`src/hw/link_ctrl_pkg.sv`:
```
package link_ctrl_pkg;

  // --------------------
  // LTSSM and link status
  // --------------------

  localparam int ltssm_w = 6;
  localparam logic [ltssm_w-1:0] ltssm_l0 = 6'h20;

  localparam int width_w = 4;

  // sel_lnk_rate encoding.
  localparam logic rate_gen1 = 1'b0;
  localparam logic rate_gen2 = 1'b1;

  // --------------------
  // filter duration
  // --------------------

  localparam int filt_cnt_w = 16;

  // the filter is held for limit plus one cycles.
  localparam logic [filt_cnt_w-1:0] filt_len_gen1 = 16'd400;
  localparam logic [filt_cnt_w-1:0] filt_len_gen2 = 16'd800;
  localparam logic [filt_cnt_w-1:0] filt_len_fast = 16'd225;

endpackage

```
`src/hw/pipe_sym_pkg.sv`:
```
package pipe_sym_pkg;

  // --------------------
  // PIPE word geometry
  // --------------------

  localparam int pipe_data_w = 16;
  localparam int pipe_bytes = 2;
  localparam int sym_w = pipe_data_w / pipe_bytes;

  // --------------------
  // symbol match masks
  // --------------------

  // every K-code candidate of interest has these bits set.
  localparam logic [sym_w-1:0] sym_k_mask = 8'hb4;

  // the remaining bits tell COM (K28.5) apart from PAD (K23.7).
  localparam logic [sym_w-1:0] com_low_mask = 8'h4b;
  localparam logic [sym_w-1:0] com_low_val = 8'h08;
  localparam logic [sym_w-1:0] pad_low_val = 8'h43;

  // logical idle as seen by the core above the PHY.
  localparam logic [pipe_data_w-1:0] idle_data = '0;

  // --------------------
  // receive word
  // --------------------

  // byte 0 of sym is the first symbol on the wire.
  typedef union packed {
    logic [pipe_data_w-1:0] raw;
    logic [pipe_bytes-1:0][sym_w-1:0] sym;
  } pipe_rx_word_u;

endpackage

```
`src/hw/com_pad_tracker.sv`:
```
module com_pad_tracker (
  input  logic                                pipe_clk,
  input  logic                                rst,
  input  logic                                lnkup_n,
  input  logic [link_ctrl_pkg::ltssm_w-1:0]   ltssm_state,
  input  logic                                filter_active,
  input  logic                                com0,
  input  logic                                com1,
  input  logic                                pad0,
  input  logic                                pad1,
  output logic                                arm
);

  import link_ctrl_pkg::*;

  logic prev_com0;
  logic prev_com1;
  logic prev_pad1;
  logic used_q;
  logic arm_q;
  logic in_l0;
  logic seq_hit;

  assign in_l0 = (ltssm_state == ltssm_l0);

  // --------------------
  // sequence match
  // --------------------

  // a COM may sit in either byte, so the PADs that follow can straddle
  // the word boundary in two ways.
  assign seq_hit = (prev_com0 && prev_pad1 && pad0) ||
                   (prev_com1 && pad0 && pad1);

  always_ff @(posedge pipe_clk) begin
    if (rst || lnkup_n) begin
      prev_com0 <= 1'b0;
      prev_com1 <= 1'b0;
      prev_pad1 <= 1'b0;
      arm_q     <= 1'b0;
      used_q    <= 1'b0;
    end else begin
      prev_com0 <= com0;
      prev_com1 <= com1;
      prev_pad1 <= pad1;
      arm_q     <= seq_hit && !used_q;
      // once a filter has run, stay quiet until the link drops out of L0.
      used_q    <= in_l0 && (filter_active || used_q);
    end
  end

  assign arm = arm_q;

endmodule

```
`src/hw/pcie_upconfig_rx_top.sv`:
```
module pcie_upconfig_rx_top #(
  parameter bit         upstream_facing = 1'b0,
  parameter bit         fast_train      = 1'b0,
  parameter logic [5:0] link_cap_width  = 6'd8
) (
  input  logic                                pipe_clk,
  input  logic                                rst,
  input  logic                                phy_lnkup_n,
  input  logic [link_ctrl_pkg::ltssm_w-1:0]   ltssm_state,
  input  logic                                sel_lnk_rate,
  input  logic [1:0]                          directed_link_change,
  input  logic [link_ctrl_pkg::width_w-1:0]   negotiated_width,
  input  pipe_sym_pkg::pipe_rx_word_u         rx_data,
  input  logic [pipe_sym_pkg::pipe_bytes-1:0] rx_isk,
  output pipe_sym_pkg::pipe_rx_word_u         rx_data_out,
  output logic [pipe_sym_pkg::pipe_bytes-1:0] rx_isk_out,
  output logic                                filter_pipe
);

  logic com0;
  logic com1;
  logic pad0;
  logic pad1;
  logic arm;

  // --------------------
  // detect path
  // --------------------

  rx_symbol_decoder decoder_i (
    .pipe_clk (pipe_clk),
    .rst      (rst),
    .rx_data  (rx_data),
    .rx_isk   (rx_isk),
    .com0     (com0),
    .com1     (com1),
    .pad0     (pad0),
    .pad1     (pad1)
  );

  com_pad_tracker tracker_i (
    .pipe_clk      (pipe_clk),
    .rst           (rst),
    .lnkup_n       (phy_lnkup_n),
    .ltssm_state   (ltssm_state),
    .filter_active (filter_pipe),
    .com0          (com0),
    .com1          (com1),
    .pad0          (pad0),
    .pad1          (pad1),
    .arm           (arm)
  );

  upconfig_filter_ctrl #(
    .upstream_facing (upstream_facing),
    .fast_train      (fast_train),
    .link_cap_width  (link_cap_width)
  ) ctrl_i (
    .pipe_clk             (pipe_clk),
    .rst                  (rst),
    .lnkup_n              (phy_lnkup_n),
    .ltssm_state          (ltssm_state),
    .sel_lnk_rate         (sel_lnk_rate),
    .directed_link_change (directed_link_change),
    .negotiated_width     (negotiated_width),
    .arm                  (arm),
    .filter_active        (filter_pipe)
  );

  // --------------------
  // data path
  // --------------------

  pipe_rx_gate gate_i (
    .pipe_clk      (pipe_clk),
    .rst           (rst),
    .rx_data       (rx_data),
    .rx_isk        (rx_isk),
    .filter_active (filter_pipe),
    .rx_data_out   (rx_data_out),
    .rx_isk_out    (rx_isk_out)
  );

endmodule

```
`src/hw/pipe_rx_gate.sv`:
```
module pipe_rx_gate (
  input  logic                                pipe_clk,
  input  logic                                rst,
  input  pipe_sym_pkg::pipe_rx_word_u         rx_data,
  input  logic [pipe_sym_pkg::pipe_bytes-1:0] rx_isk,
  input  logic                                filter_active,
  output pipe_sym_pkg::pipe_rx_word_u         rx_data_out,
  output logic [pipe_sym_pkg::pipe_bytes-1:0] rx_isk_out
);

  import pipe_sym_pkg::*;

  pipe_rx_word_u         data_q;
  logic [pipe_bytes-1:0] isk_q;

  // --------------------
  // output stage
  // --------------------

  // while filtering, the core is fed logical idle in place of the unwanted
  // training sets.
  always_ff @(posedge pipe_clk) begin
    if (rst || filter_active) begin
      data_q.raw <= idle_data;
      isk_q      <= '0;
    end else begin
      data_q.raw <= rx_data.raw;
      isk_q      <= rx_isk;
    end
  end

  assign rx_data_out = data_q;
  assign rx_isk_out  = isk_q;

endmodule

```
`src/hw/rx_symbol_decoder.sv`:
```
module rx_symbol_decoder (
  input  logic                                      pipe_clk,
  input  logic                                      rst,
  input  pipe_sym_pkg::pipe_rx_word_u               rx_data,
  input  logic [pipe_sym_pkg::pipe_bytes-1:0]        rx_isk,
  output logic                                      com0,
  output logic                                      com1,
  output logic                                      pad0,
  output logic                                      pad1
);

  import pipe_sym_pkg::*;

  logic [pipe_bytes-1:0] k_hit;
  logic [pipe_bytes-1:0] com_hit;
  logic [pipe_bytes-1:0] pad_hit;
  logic [pipe_bytes-1:0] com_q;
  logic [pipe_bytes-1:0] pad_q;

  // --------------------
  // per-byte compare
  // --------------------

  // only a K character can be COM or PAD, so the K flag gates both.
  always_comb begin
    for (int i = 0; i < pipe_bytes; i++) begin
      k_hit[i] = rx_isk[i] && ((rx_data.sym[i] & sym_k_mask) == sym_k_mask);
      com_hit[i] = k_hit[i] && ((rx_data.sym[i] & com_low_mask) == com_low_val);
      pad_hit[i] = k_hit[i] && ((rx_data.sym[i] & com_low_mask) == pad_low_val);
    end
  end

  // the register stage keeps the byte compare out of the sequence logic path.
  always_ff @(posedge pipe_clk) begin
    if (rst) begin
      com_q <= '0;
      pad_q <= '0;
    end else begin
      com_q <= com_hit;
      pad_q <= pad_hit;
    end
  end

  assign com0 = com_q[0];
  assign com1 = com_q[1];
  assign pad0 = pad_q[0];
  assign pad1 = pad_q[1];

endmodule

```
`src/hw/upconfig_filter_ctrl.sv`:
```
module upconfig_filter_ctrl #(
  parameter bit         upstream_facing = 1'b0,
  parameter bit         fast_train      = 1'b0,
  parameter logic [5:0] link_cap_width  = 6'd8
) (
  input  logic                                pipe_clk,
  input  logic                                rst,
  input  logic                                lnkup_n,
  input  logic [link_ctrl_pkg::ltssm_w-1:0]   ltssm_state,
  input  logic                                sel_lnk_rate,
  input  logic [1:0]                          directed_link_change,
  input  logic [link_ctrl_pkg::width_w-1:0]   negotiated_width,
  input  logic                                arm,
  output logic                                filter_active
);

  import link_ctrl_pkg::*;

  logic [filt_cnt_w-1:0] cnt_q;
  logic [filt_cnt_w-1:0] filt_limit;
  logic [5:0]            neg_width_ext;
  logic                  filter_q;
  logic                  width_short;
  logic                  start_filter;

  // --------------------
  // start conditions
  // --------------------

  assign neg_width_ext = 6'(negotiated_width);
  assign width_short = (neg_width_ext != link_cap_width);

  // a width change this port directed itself must pass through untouched.
  assign start_filter = arm &&
                        (ltssm_state == ltssm_l0) &&
                        width_short &&
                        (directed_link_change == 2'b00);

  // --------------------
  // duration counter
  // --------------------

  always_comb begin
    if (fast_train) begin
      filt_limit = filt_len_fast;
    end else if (sel_lnk_rate == rate_gen2) begin
      filt_limit = filt_len_gen2;
    end else begin
      filt_limit = filt_len_gen1;
    end
  end

  // a fresh arm while filtering restarts the count from zero.
  always_ff @(posedge pipe_clk) begin
    if (rst || lnkup_n) begin
      cnt_q    <= '0;
      filter_q <= 1'b0;
    end else if (start_filter) begin
      cnt_q    <= '0;
      filter_q <= 1'b1;
    end else if (filter_q) begin
      if (cnt_q < filt_limit) begin
        cnt_q <= cnt_q + 1'b1;
      end else begin
        cnt_q    <= '0;
        filter_q <= 1'b0;
      end
    end
  end

  // an upstream port sees no unsolicited upconfigure, so it never filters.
  assign filter_active = upstream_facing ? 1'b0 : filter_q;

endmodule

```
`config.mk`:
```
export PLATFORM = sky130hd
export DESIGN_NAME = pcie_upconfig_rx_top
export DESIGN_NICKNAME = d
export VERILOG_FILES = /design/src/hw/link_ctrl_pkg.sv /design/src/hw/pipe_sym_pkg.sv /design/src/hw/com_pad_tracker.sv /design/src/hw/pcie_upconfig_rx_top.sv /design/src/hw/pipe_rx_gate.sv /design/src/hw/rx_symbol_decoder.sv /design/src/hw/upconfig_filter_ctrl.sv
export SDC_FILE = /design/constraint.sdc
export NUM_CORES = 1
export LEC_CHECK = 0
export ABC_AREA = 0
export BUFFER_PORTS_ARGS = -buffer_cell sky130_fd_sc_hd__buf_2
export CAP_MARGIN = 25
export CORE_MARGIN = 5
export CORE_UTILIZATION = 50
export DETAILED_ROUTE_END_ITERATION = 8
export PLACE_DENSITY = 0.88
export SYNTH_ARGS = -nofsm -noshare
export SYNTH_HDL_FRONTEND = slang
export SYNTH_SLANG_ARGS = --single-unit
```
`constraint.sdc`:
```
create_clock -name pipe_clk -period 2.1 [get_ports pipe_clk]
set_input_delay 0.21 -clock pipe_clk [delete_from_list [all_inputs] [get_ports pipe_clk]]
set_output_delay 0.21 -clock pipe_clk [all_outputs]
set_load 0.03 [all_outputs]
```
==> out/qor.csv, run 1 <==
stage,metric,value,unit
run_status,status,completed,
sta,Slew @ Worst Pin,0.4584,ns
power_and_ir_drop,worst vdd ir,0.4865,mV
critical_path,Setup CP Type,reg -> reg,
routing,DRC,0,
routing,vias per cell,5.371,
sta,final worst path period share,0.8660,
synth,synthesized net count,211,
synth,sequential cell area fraction in the yosys report,0.5000,
hold_path,hold depth,2,
global_route,met2 usage,0.2532,
sta,relative slew slack,0.6944,
global_route,gr ovfl total,0,
clock_network,CTS Root Cell,clkbuf_4,
floorplanning,Initial Util,0.5238,
clock_network,CTS Buffer Depth,2,
clock_network,Resize count post-CTS,0,
floorplanning,chip height,69.36,um
synth,mapped cell area,0.001762,mm2
critical_path,"Max FO, Critical Path",15,
routing,initial drt markers,113,
global_route,Tot GR Track Use,0.1492,
synth,top_reg_cell synth,dfxtp_1,
sta,Final Hold Vio Count,0,
sta,"Slew Viols, Final",0,
critical_path,Worst Reg-to-Reg Cells,5,
sta,Clock Skew,0.007558,ns
final_layout,P&R area growth vs syn,22.51,%
critical_path,Worst EP required,2.36,ns
global_route,global-route met3 utilization,0.04493,
sta,Period minus WS final,1.819,ns
clock_network,CTS tree,yes,
synth,most area-consuming cells after synthesis,"dfxtp_1, and2_1, nand3_1",
critical_path,worst reg2reg setup slack,0.28,ns
routing,drt wl/cell,13.27,um
global_route,GRT busiest layer,met2,
place,number of I/O port buffers,52,
synth,Post-synth EDFFs,0,
sta,Max Clk Rate,549.9,MHz
synth,Synth Register Bits,44,
place,Final GP Congestion,0.8013,
hold_path,Hold Crit Start,rx_data[8],
critical_path,Critical Path End Type,register,
clock_network,clk sinks,44,
final_layout,fraction of layout cells with a size suffix above 1,0.3231,
floorplanning,Core Area,0.003363,mm2
clock_network,Worst-Skew Late Latency,0.34,ns
sta,Fin Setup TNS,0,ns
global_route,initial antenna violation count,0,
floorplanning,die area,0.004811,mm2
routing,drt first pass iters,4,
run,# Max-Cap Violations,0,
synth,Synth top area share,0.5000,
place,Placed Instance Area,0.002068,mm2
hold_path,worst min-delay path category,in -> reg,
critical_path,reg2reg end,ctrl_i.cnt_q[3],
synth,async set-reset flop share out of synthesis,0,
final_layout,nets,266,
global_route,GR Util met1,0.1752,
clock_network,CTS buffer count,5,
global_route,largest net degree at the start of global routing,16,
critical_path,CP Launch Type,register,
synth,Syn Area/Cell,10.18,um2
hold_path,hold endpoint,decoder_i.com_q[1],
synth,Netlist cell types,46,
critical_path,R2R Path Start,ctrl_i.cnt_q[7],
final_layout,diode count,0,
floorplanning,Chip Width,69.36,um
routing,Detail Route Antenna Nets,0,
clock_network,clk slew on worst S/H paths,0.12,ns
clock_network,post-CTS setup buffer count,0,
clock_network,"Hold-fix buffers, CTS",0,
synth,cells after synthesis,173,
synth,yosys warns,0,
critical_path,CP arrival,2.07,ns
routing,DR vias,1477,
routing,DRT Wirelength,3650,um
floorplanning,# rows,21,
place,dpl hpwl,2834,um
clock_network,# H-tree levels,2,
global_route,vias in the first global route,1424,
final_layout,final instance area,0.002158,mm2
power_and_ir_drop,power density over cell area,710.1,mW/mm2
sta,setup violators final,0,
floorplanning,num ports,53,
synth,"area leader, netlist",dfxtp_1,
sta,RSZ-0062 raised after global routing,false,
global_route,first-pass GRT wire length,5989,um
power_and_ir_drop,Final Power,1.533,mW
power_and_ir_drop,Leakage Power,0.8757,nW
==> critical path, cell delays in order, from the launching register on <==
cell      delay [ns]
dfxtp_1         0.41
ha_1            0.26
o211ai_1        0.21
a21o_1          0.41
a41oi_1         0.18
a311oi_1        0.27
==> worst max path at each step <==
stage | slack (ns) | to | depth (start not counted) | start
after floorplan | 0.62 | ctrl_i.cnt_q[6] | 5 | ctrl_i.filter_active
after global placement | 0.39 | ctrl_i.cnt_q[7] | 5 | ctrl_i.cnt_q[7]
after detailed placement | 0.29 | ctrl_i.cnt_q[3] | 5 | ctrl_i.cnt_q[7]
after CTS | 0.26 | ctrl_i.cnt_q[3] | 5 | ctrl_i.cnt_q[7]
after global routing | 0.1 | ctrl_i.cnt_q[5] | 5 | ctrl_i.cnt_q[7]
final | 0.28 | ctrl_i.cnt_q[3] | 5 | ctrl_i.cnt_q[7]
==> Yosys cell counts, types with 2 or more instances <==
library cell and number:
ha_1 4, a21oi_1 5, nand2_1 9, and4b_1 2, a32oi_1 2, nand3_1 12, nor3_1 4, o32ai_1 2
nor4_1 3, clkbuf_1 4, o211ai_1 3, nor3b_1 3, buf_2 3, and2_1 23, dfxtp_1 44, o21a_1 2
a31oi_1 4, nand4_1 2, nand2b_1 2, nand4b_1 4, nor2_1 7, nor3b_2 3, inv_1 2, nor4_2 2
==> power breakdown <==
| group | leakage, nW | switching (mW) | internal (mW) |
|---|---|---|---|
| clock | 0.0484 | 0.259 | 0.285 |
| sequential | 0.359 | 0.00386 | 0.853 |
| combinational | 0.468 | 0.0794 | 0.0526 |
==> area by class of cell <==
cell class	instances	area, um2
clock buffers	6	51.30
well taps	46	57.56
repair buffers	56	290.3
multi-input cells	119	832.0
clock inverters	2	38.79
inverters	2	7.507
flip-flops and latches	44	880.8
fillers	293	1205
==> cell usage in the layout, fill, tap and decap left out, types with 4 or more instances in the layout <==
cell      synthesis  final
ha_1              4      4
nand2_1           9      9
nand3_1          12     12
a31oi_1           4      4
dfxtp_1          44     44
and2_1           23     23
buf_4             0      4
nand4b_1          4      4
nor2_1            7      7
nor3_1            4      4
a21oi_1           5      5
buf_2             3     52
clkbuf_4          0      5
==> cells by family after synthesis <==
kind of cell | count (synthesis) | share of synthesized area
adders and majority gates | 4 | 0.02841
AOI/OAI and AO/OA | 27 | 0.1101
buffers and inverters | 10 | 0.02770
and+or+nand+nor | 88 | 0.3338
DFF | 44 | 0.5000
==> registers in the layout (all words and copies together) (netlist names) <==
name and count:
gate_i.rx_data_out 16, tracker_i.used_q 1, ctrl_i.cnt_q 16, ctrl_i.filter_active 1
tracker_i.prev_com0 1, decoder_i.com_q 2, gate_i.rx_isk_out 2, decoder_i.pad_q 2
tracker_i.arm 1, tracker_i.prev_pad1 1, tracker_i.prev_com1 1
==> per-layer routing <==
layer	vias to the layer above	routed length (um)
li1	747	-
met1	675	1581
met4	0	44
met2	50	1786
met5	-	0
met3	5	236
==> stage by stage <==
stage          setup slack (ns)  std cells  hold WS [ns]    util
2_1_floorplan            0.6170        173        0.2860       -
3_3_place_gp             0.3943        267        0.4043  0.6150
3_5_place_dp             0.2877        267        0.4126  0.6150
4_1_cts                  0.2635        275       0.03622  0.6417
5_1_grt                 0.09555        275       0.02592  0.6417
6_report                 0.2815        275       0.04075  0.6417
(Power assumes the default switching activity.)
==> run 2: changes to the inputs <==
PLACE_DENSITY = 0.87   (was 0.88)
SYNTH_HIERARCHICAL = 1   (was default)
==> run 2 against run 1 <==
Worst hold slack better by 0.12 ns. Sequential cell count stayed put. Sequential power hardly changed. Clock power is 24% higher. Sequential share of layout area is 0.88 points lower. Final cell count stayed put. Core utilization is 3.0 points lower. Highest routed layer unchanged.
==> out/qor.csv, run 2 <==
stage,metric,value,unit
synth,Synth top area share,0.4815,
floorplanning,Core Area,0.003606,mm2
place,number of I/O port buffers,52,
sta,Slew @ Worst Pin,0.5421,ns
sta,Period minus WS final,1.787,ns
sta,RSZ-0062 raised after global routing,false,
critical_path,Setup CP Type,reg -> reg,
critical_path,slowest CP cell,or4_1,
critical_path,Top delay family on crit path,compound AO/OA/AOI/OAI gates,
global_route,Tot GR Track Use,0.1681,
sta,Final Hold Vio Count,0,
place,placed cells,267,
routing,DRC,0,
synth,"area leader, netlist",dfxtp_1,
sta,setup violators final,0,
floorplanning,Chip Width,70.49,um
place,dpl hpwl,2928,um
routing,Detail Route Antenna Nets,0,
final_layout,nets,264,
routing,drt wl/cell,14.59,um
synth,mapped cell area,0.001829,mm2
critical_path,Critical Path End Type,register,
sta,Max Clk Rate,559.5,MHz
critical_path,CP cell instances,ha_1 -> o211ai_1 -> a21oi_1 -> or4_1 -> a31oi_1,
sta,final worst path period share,0.8510,
routing,DR vias,1524,
routing,initial drt markers,97,
synth,Synth Register Bits,44,
clock_network,clk sinks,44,
clock_network,clk slew on worst S/H paths,0.08,ns
global_route,first-pass GRT wire length,6693,um
final_layout,final instance area,0.002206,mm2
critical_path,Slowest Stage Delay on Critical Path,0.49,ns
global_route,vias in the first global route,1518,
clock_network,CTS tree,yes,
clock_network,Resize count post-CTS,0,
run_status,status,completed,
sta,Clock Skew,0.007099,ns
floorplanning,chip height,70.49,um
clock_network,CTS Root Cell,clkbuf_8,
critical_path,Worst EP required,2.32,ns
floorplanning,Initial Util,0.5073,
final_layout,fin cells,275,
global_route,largest net degree at the start of global routing,28,
clock_network,post-CTS setup buffer count,0,
final_layout,"most common cell after layout, fill and taps aside",buf_2,
global_route,gr ovfl total,0,
sta,relative slew slack,0.6377,
final_layout,diode count,0,
clock_network,Worst-Skew Late Latency,0.30,ns
clock_network,CTS Buffer Depth,2,
power_and_ir_drop,Leakage Power,0.8724,nW
place,Final GP Congestion,0.8792,
critical_path,crit path buf inv count,0,
clock_network,# H-tree levels,2,
synth,most frequent cell after synthesis,dfxtp_1,
synth,async set-reset flop share out of synthesis,0,
sta,"Worst Setup Slack, final",0.3128,ns
synth,yosys warns,6,
synth,cells after synthesis,174,
critical_path,CP arrival,2.01,ns
power_and_ir_drop,worst vdd ir,0.6303,mV
clock_network,CTS buffer count,5,
synth,most area-consuming cells after synthesis,"dfxtp_1, nor3b_2, nor3b_1",
final_layout,"commonest cells after routing, fill and taps aside","buf_2, dfxtp_1, nand2_1",
floorplanning,num ports,53,
global_route,initial antenna violation count,0,
synth,Commonest cells post-synth,"dfxtp_1, nand2_1, nor3b_1",
floorplanning,die area,0.004968,mm2
synth,sequential cell area fraction in the yosys report,0.4815,
sta,Fin Setup TNS,0,ns
power_and_ir_drop,power density over cell area,756.1,mW/mm2
synth,top_reg_cell synth,dfxtp_1,
hold_path,worst min-delay path category,in -> reg,
synth,synthesized net count,212,
routing,vias per cell,5.542,
sta,Hold Slack,0.1655,ns
critical_path,"Max FO, Critical Path",6,
synth,Post-synth EDFFs,0,
place,DP Worst Slack,0.3481,ns
routing,drt first pass iters,4,
routing,DRT Wirelength,4011,um
floorplanning,# rows,22,
sta,"Slew Viols, Final",0,
run,# Max-Cap Violations,0,
place,Placed Instance Area,0.002085,mm2
final_layout,fraction of layout cells with a size suffix above 1,0.3436,
clock_network,"Hold-fix buffers, CTS",0,
final_layout,P&R area growth vs syn,20.59,%
synth,Netlist cell types,39,
critical_path,CP Launch Type,register,
synth,Syn Area/Cell,10.51,um2
run 2: cell count changes in the layout (fill, tap and decap cells not counted), moves of 3 or more:
cell      previous run  this run
and2_1              23         6
buf_4                4         1
clkbuf_4             5         0
clkbuf_8             1         6
nand2_1              9        15
nand3_1             12         3
nand4_1              2         6
nor3_1               4         8
nor3b_1              3        13
nor3b_2              3        10
or4_1                0         3
or4b_1               0         3
run 2: cell type report:
cell class | instances | area (um2)
Fill cell | 318 | 1400
Sequential cell | 44 | 880.8
Multi-Input combinational cell | 120 | 868.3
Timing Repair Buffer | 53 | 267.8
Clock buffer | 6 | 82.58
Tap cell | 48 | 60.06
Clock inverter | 2 | 38.79
Inverter | 2 | 7.507
run 2: worst paths after layout:
kind	end	cells past startpoint	slack (ns)	startpoint
setup / recovery	ctrl_i/cnt_q[4]	5	0.31	ctrl_i/cnt_q[7]
hold / removal	gate_i/rx_data_out[7]	2	0.17	rx_data[7]
setup reg to reg	ctrl_i/cnt_q[4]	5	0.31	ctrl_i/cnt_q[7]
hold reg to reg	tracker_i/prev_com1	1	0.44	decoder_i/com_q[1]
run 2: metrics by stage:
stage / power, mW / util
2_1_floorplan: 0.9553 / -
3_3_place_gp: 1.011 / 0.5781
3_5_place_dp: 1.016 / 0.5781
4_1_cts: 1.688 / 0.6117
5_1_grt: 1.732 / 0.6117
6_report: 1.668 / 0.6117
run 2: layer usage:
layer | share of wire | vias to the layer above | global-route usage
li1 | - | 756 | -
met5 | 0 | - | 0
met4 | 0.020 | 0 | 0.07660
met2 | 0.48 | 46 | 0.2713
met3 | 0.078 | 7 | 0.06187
met1 | 0.43 | 715 | 0.1970
run 2: report_power, final:
part | switching, mW | leakage (nW) | internal [mW] | total (mW)
clock network | 0.283 | 0.0614 | 0.389 | 0.672
registers | 0.00423 | 0.359 | 0.852 | 0.856
logic | 0.0853 | 0.452 | 0.0544 | 0.140
run 2: cells by family after synthesis:
family,Yosys count,share of synthesized area
and+or+nand+nor,90,0.3516
DFF,44,0.4815
AOI/OAI and AO/OA,26,0.09576
buffers and inverters,10,0.04377
adders and majority gates,4,0.02736
==> run 3: changes to the inputs <==
CELL_PAD_IN_SITES_DETAIL_PLACEMENT = 0   (was default)
CELL_PAD_IN_SITES_GLOBAL_PLACEMENT = 2   (was default)
CORE_UTILIZATION = 31   (was 50)
PLACE_DENSITY = 0.88   (was 0.87)
==> run 3 against run 2 <==
Die area increased by 52%. Via count decreased by 1.2%. Clock-buffer cell count unchanged. Global-route usage decreased by 5.0 points. Highest routed layer unchanged. Sequential share of layout area decreased by 0.31 points.
==> out/qor.csv, run 3 (synthesis gave the netlist of run 2 again) <==
stage,metric,value,unit
run_status,status,completed,
critical_path,CP cell instances,ha_1 -> o211ai_1 -> a21oi_1 -> or4_1 -> a31oi_1,
power_and_ir_drop,Pint,1.174,mW
routing,Detail Route Antenna Nets,0,
power_and_ir_drop,Reg power frac,0.554,
floorplanning,Chip Width,86.82,um
clock_network,CTS Buffer Depth,2,
critical_path,Top delay family on crit path,compound AO/OA/AOI/OAI gates,
routing,vias per cell,4.967,
power_and_ir_drop,worst vdd ir,0.3375,mV
sta,Final Hold Vio Count,0,
clock_network,Worst-Skew Late Latency,0.29,ns
final_layout,"most common cell after layout, fill and taps aside",buf_2,
run,# Max-Cap Violations,0,
hold_path,Hold Crit Start,rx_data[5],
power_and_ir_drop,sw frac,0.2402,
routing,DRT Wirelength,4094,um
critical_path,Critical Path End Type,register,
routing,DR vias,1505,
critical_path,CP Launch Point,ctrl_i/cnt_q[7],
final_layout,P&R area growth vs syn,21.55,%
power_and_ir_drop,NetSw,0.3709,mW
place,Final GP Congestion,0.7976,
global_route,gr ovfl total,0,
power_and_ir_drop,Leakage Power,0.8592,nW
clock_network,CTS Root Cell,clkbuf_8,
sta,final worst path period share,0.8584,
final_layout,"commonest cells after routing, fill and taps aside","buf_2, dfxtp_1, nand2_1",
critical_path,Setup CP Type,reg -> reg,
clock_network,clk slew on worst S/H paths,0.09,ns
sta,"Slew Viols, Final",0,
floorplanning,Core Area,0.005816,mm2
sta,Clock Skew,0.01083,ns
critical_path,CP Launch Type,register,
sta,Slew @ Worst Pin,0.5730,ns
final_layout,nets,265,
final_layout,diode count,0,
floorplanning,Initial Util,0.3145,
global_route,largest net degree at the start of global routing,28,
clock_network,clk sinks,44,
global_route,initial antenna violation count,0,
sta,Period minus WS final,1.803,ns
power_and_ir_drop,power density over cell area,694.7,mW/mm2
routing,initial drt markers,69,
clock_network,Resize count post-CTS,0,
sta,Fin Setup TNS,0,ns
global_route,vias in the first global route,1550,
floorplanning,die area,0.007537,mm2
sta,RSZ-0062 raised after global routing,false,
critical_path,crit path buf inv count,0,
sta,relative slew slack,0.6171,
place,dpl hpwl,2940,um
critical_path,CP arrival,2.02,ns
final_layout,fraction of layout cells with a size suffix above 1,0.3465,
routing,drt first pass iters,4,
sta,Max Clk Rate,554.7,MHz
clock_network,"Hold-fix buffers, CTS",0,
sta,setup violators final,0,
critical_path,Worst EP required,2.31,ns
power_and_ir_drop,power share of the clock group,0.356,
critical_path,Slowest Stage Delay on Critical Path,0.50,ns
power_and_ir_drop,Combinational Power Share,0.090,
floorplanning,num ports,53,
global_route,first-pass GRT wire length,7127,um
global_route,Tot GR Track Use,0.1184,
floorplanning,chip height,86.82,um
critical_path,R2R Path Start,ctrl_i/cnt_q[7],
place,number of I/O port buffers,52,
clock_network,# H-tree levels,2,
clock_network,CTS tree,yes,
critical_path,"Max FO, Critical Path",6,
routing,DRC,0,
routing,drt wl/cell,13.51,um
power_and_ir_drop,Final Power,1.545,mW
hold_path,worst min-delay path category,in -> reg,
clock_network,post-CTS setup buffer count,0,
critical_path,slowest CP cell,or4_1,
clock_network,CTS buffer count,5,
floorplanning,# rows,28,
-- run 3: cell count changes in the layout (fill, tap and decap cells not counted), sizes merged --
cell | previous run | this run
clkinvlp | 0 | 2
clkinv | 2 | 1
buf | 53 | 54
bufinv | 1 | 0
-- run 3: power groups by stage --
stage / sequential, mW / clock, mW / combinational [mW]
global placement: 0.875 / 0 / 0.140
global route: 0.858 / 0.614 / 0.152
CTS: 0.856 / 0.574 / 0.140
detailed placement: 0.876 / 0 / 0.140
floorplan: 0.914 / 0 / 0.0414
finish: 0.856 / 0.550 / 0.138
-- run 3: metrics by stage --
| stage | std cells | utilization | setup slack (ns) | cell area [um2] | hold slack, ns |
|---|---|---|---|---|---|
| detailed placement | 295 | 0.3655 | 0.3289 | 2126 | 0.4145 |
| CTS | 303 | 0.3823 | 0.3137 | 2223 | 0.1612 |
| finish | 303 | 0.3823 | 0.2973 | 2223 | 0.1696 |
| global route | 303 | 0.3823 | 0.1701 | 2223 | 0.1674 |
| global placement | 295 | 0.3655 | 0.3331 | 2126 | 0.4067 |
| floorplan | 174 | - | 0.3026 | 1829 | 0.3575 |
-- run 3: path summary, 6_finish.rpt --
path	cells past startpoint	endpoint	slack, ns
setup / recovery	5	ctrl_i/cnt_q[4]	0.30
hold / removal	2	gate_i/rx_data_out[5]	0.17
setup reg to reg	5	ctrl_i/cnt_q[4]	0.30
hold reg to reg	1	tracker_i/prev_com1	0.43
-- run 3: layout make-up --
type	instances	area [um2]
clock buffer	6	82.58
clock inverter	2	15.01
fill	604	3592
inverter	2	7.507
multi-input combinational	120	868.3
sequential	44	880.8
tap	75	93.84
timing repair buffer	54	275.3
-- run 3: layer usage --
layer / wire length (um) / share of wire / global-route usage
met1: 1835 / 0.45 / 0.1475
met2: 1842 / 0.45 / 0.1829
met3: 367 / 0.090 / 0.05513
met4: 49 / 0.012 / 0.03399
met5: 0 / 0 / 0
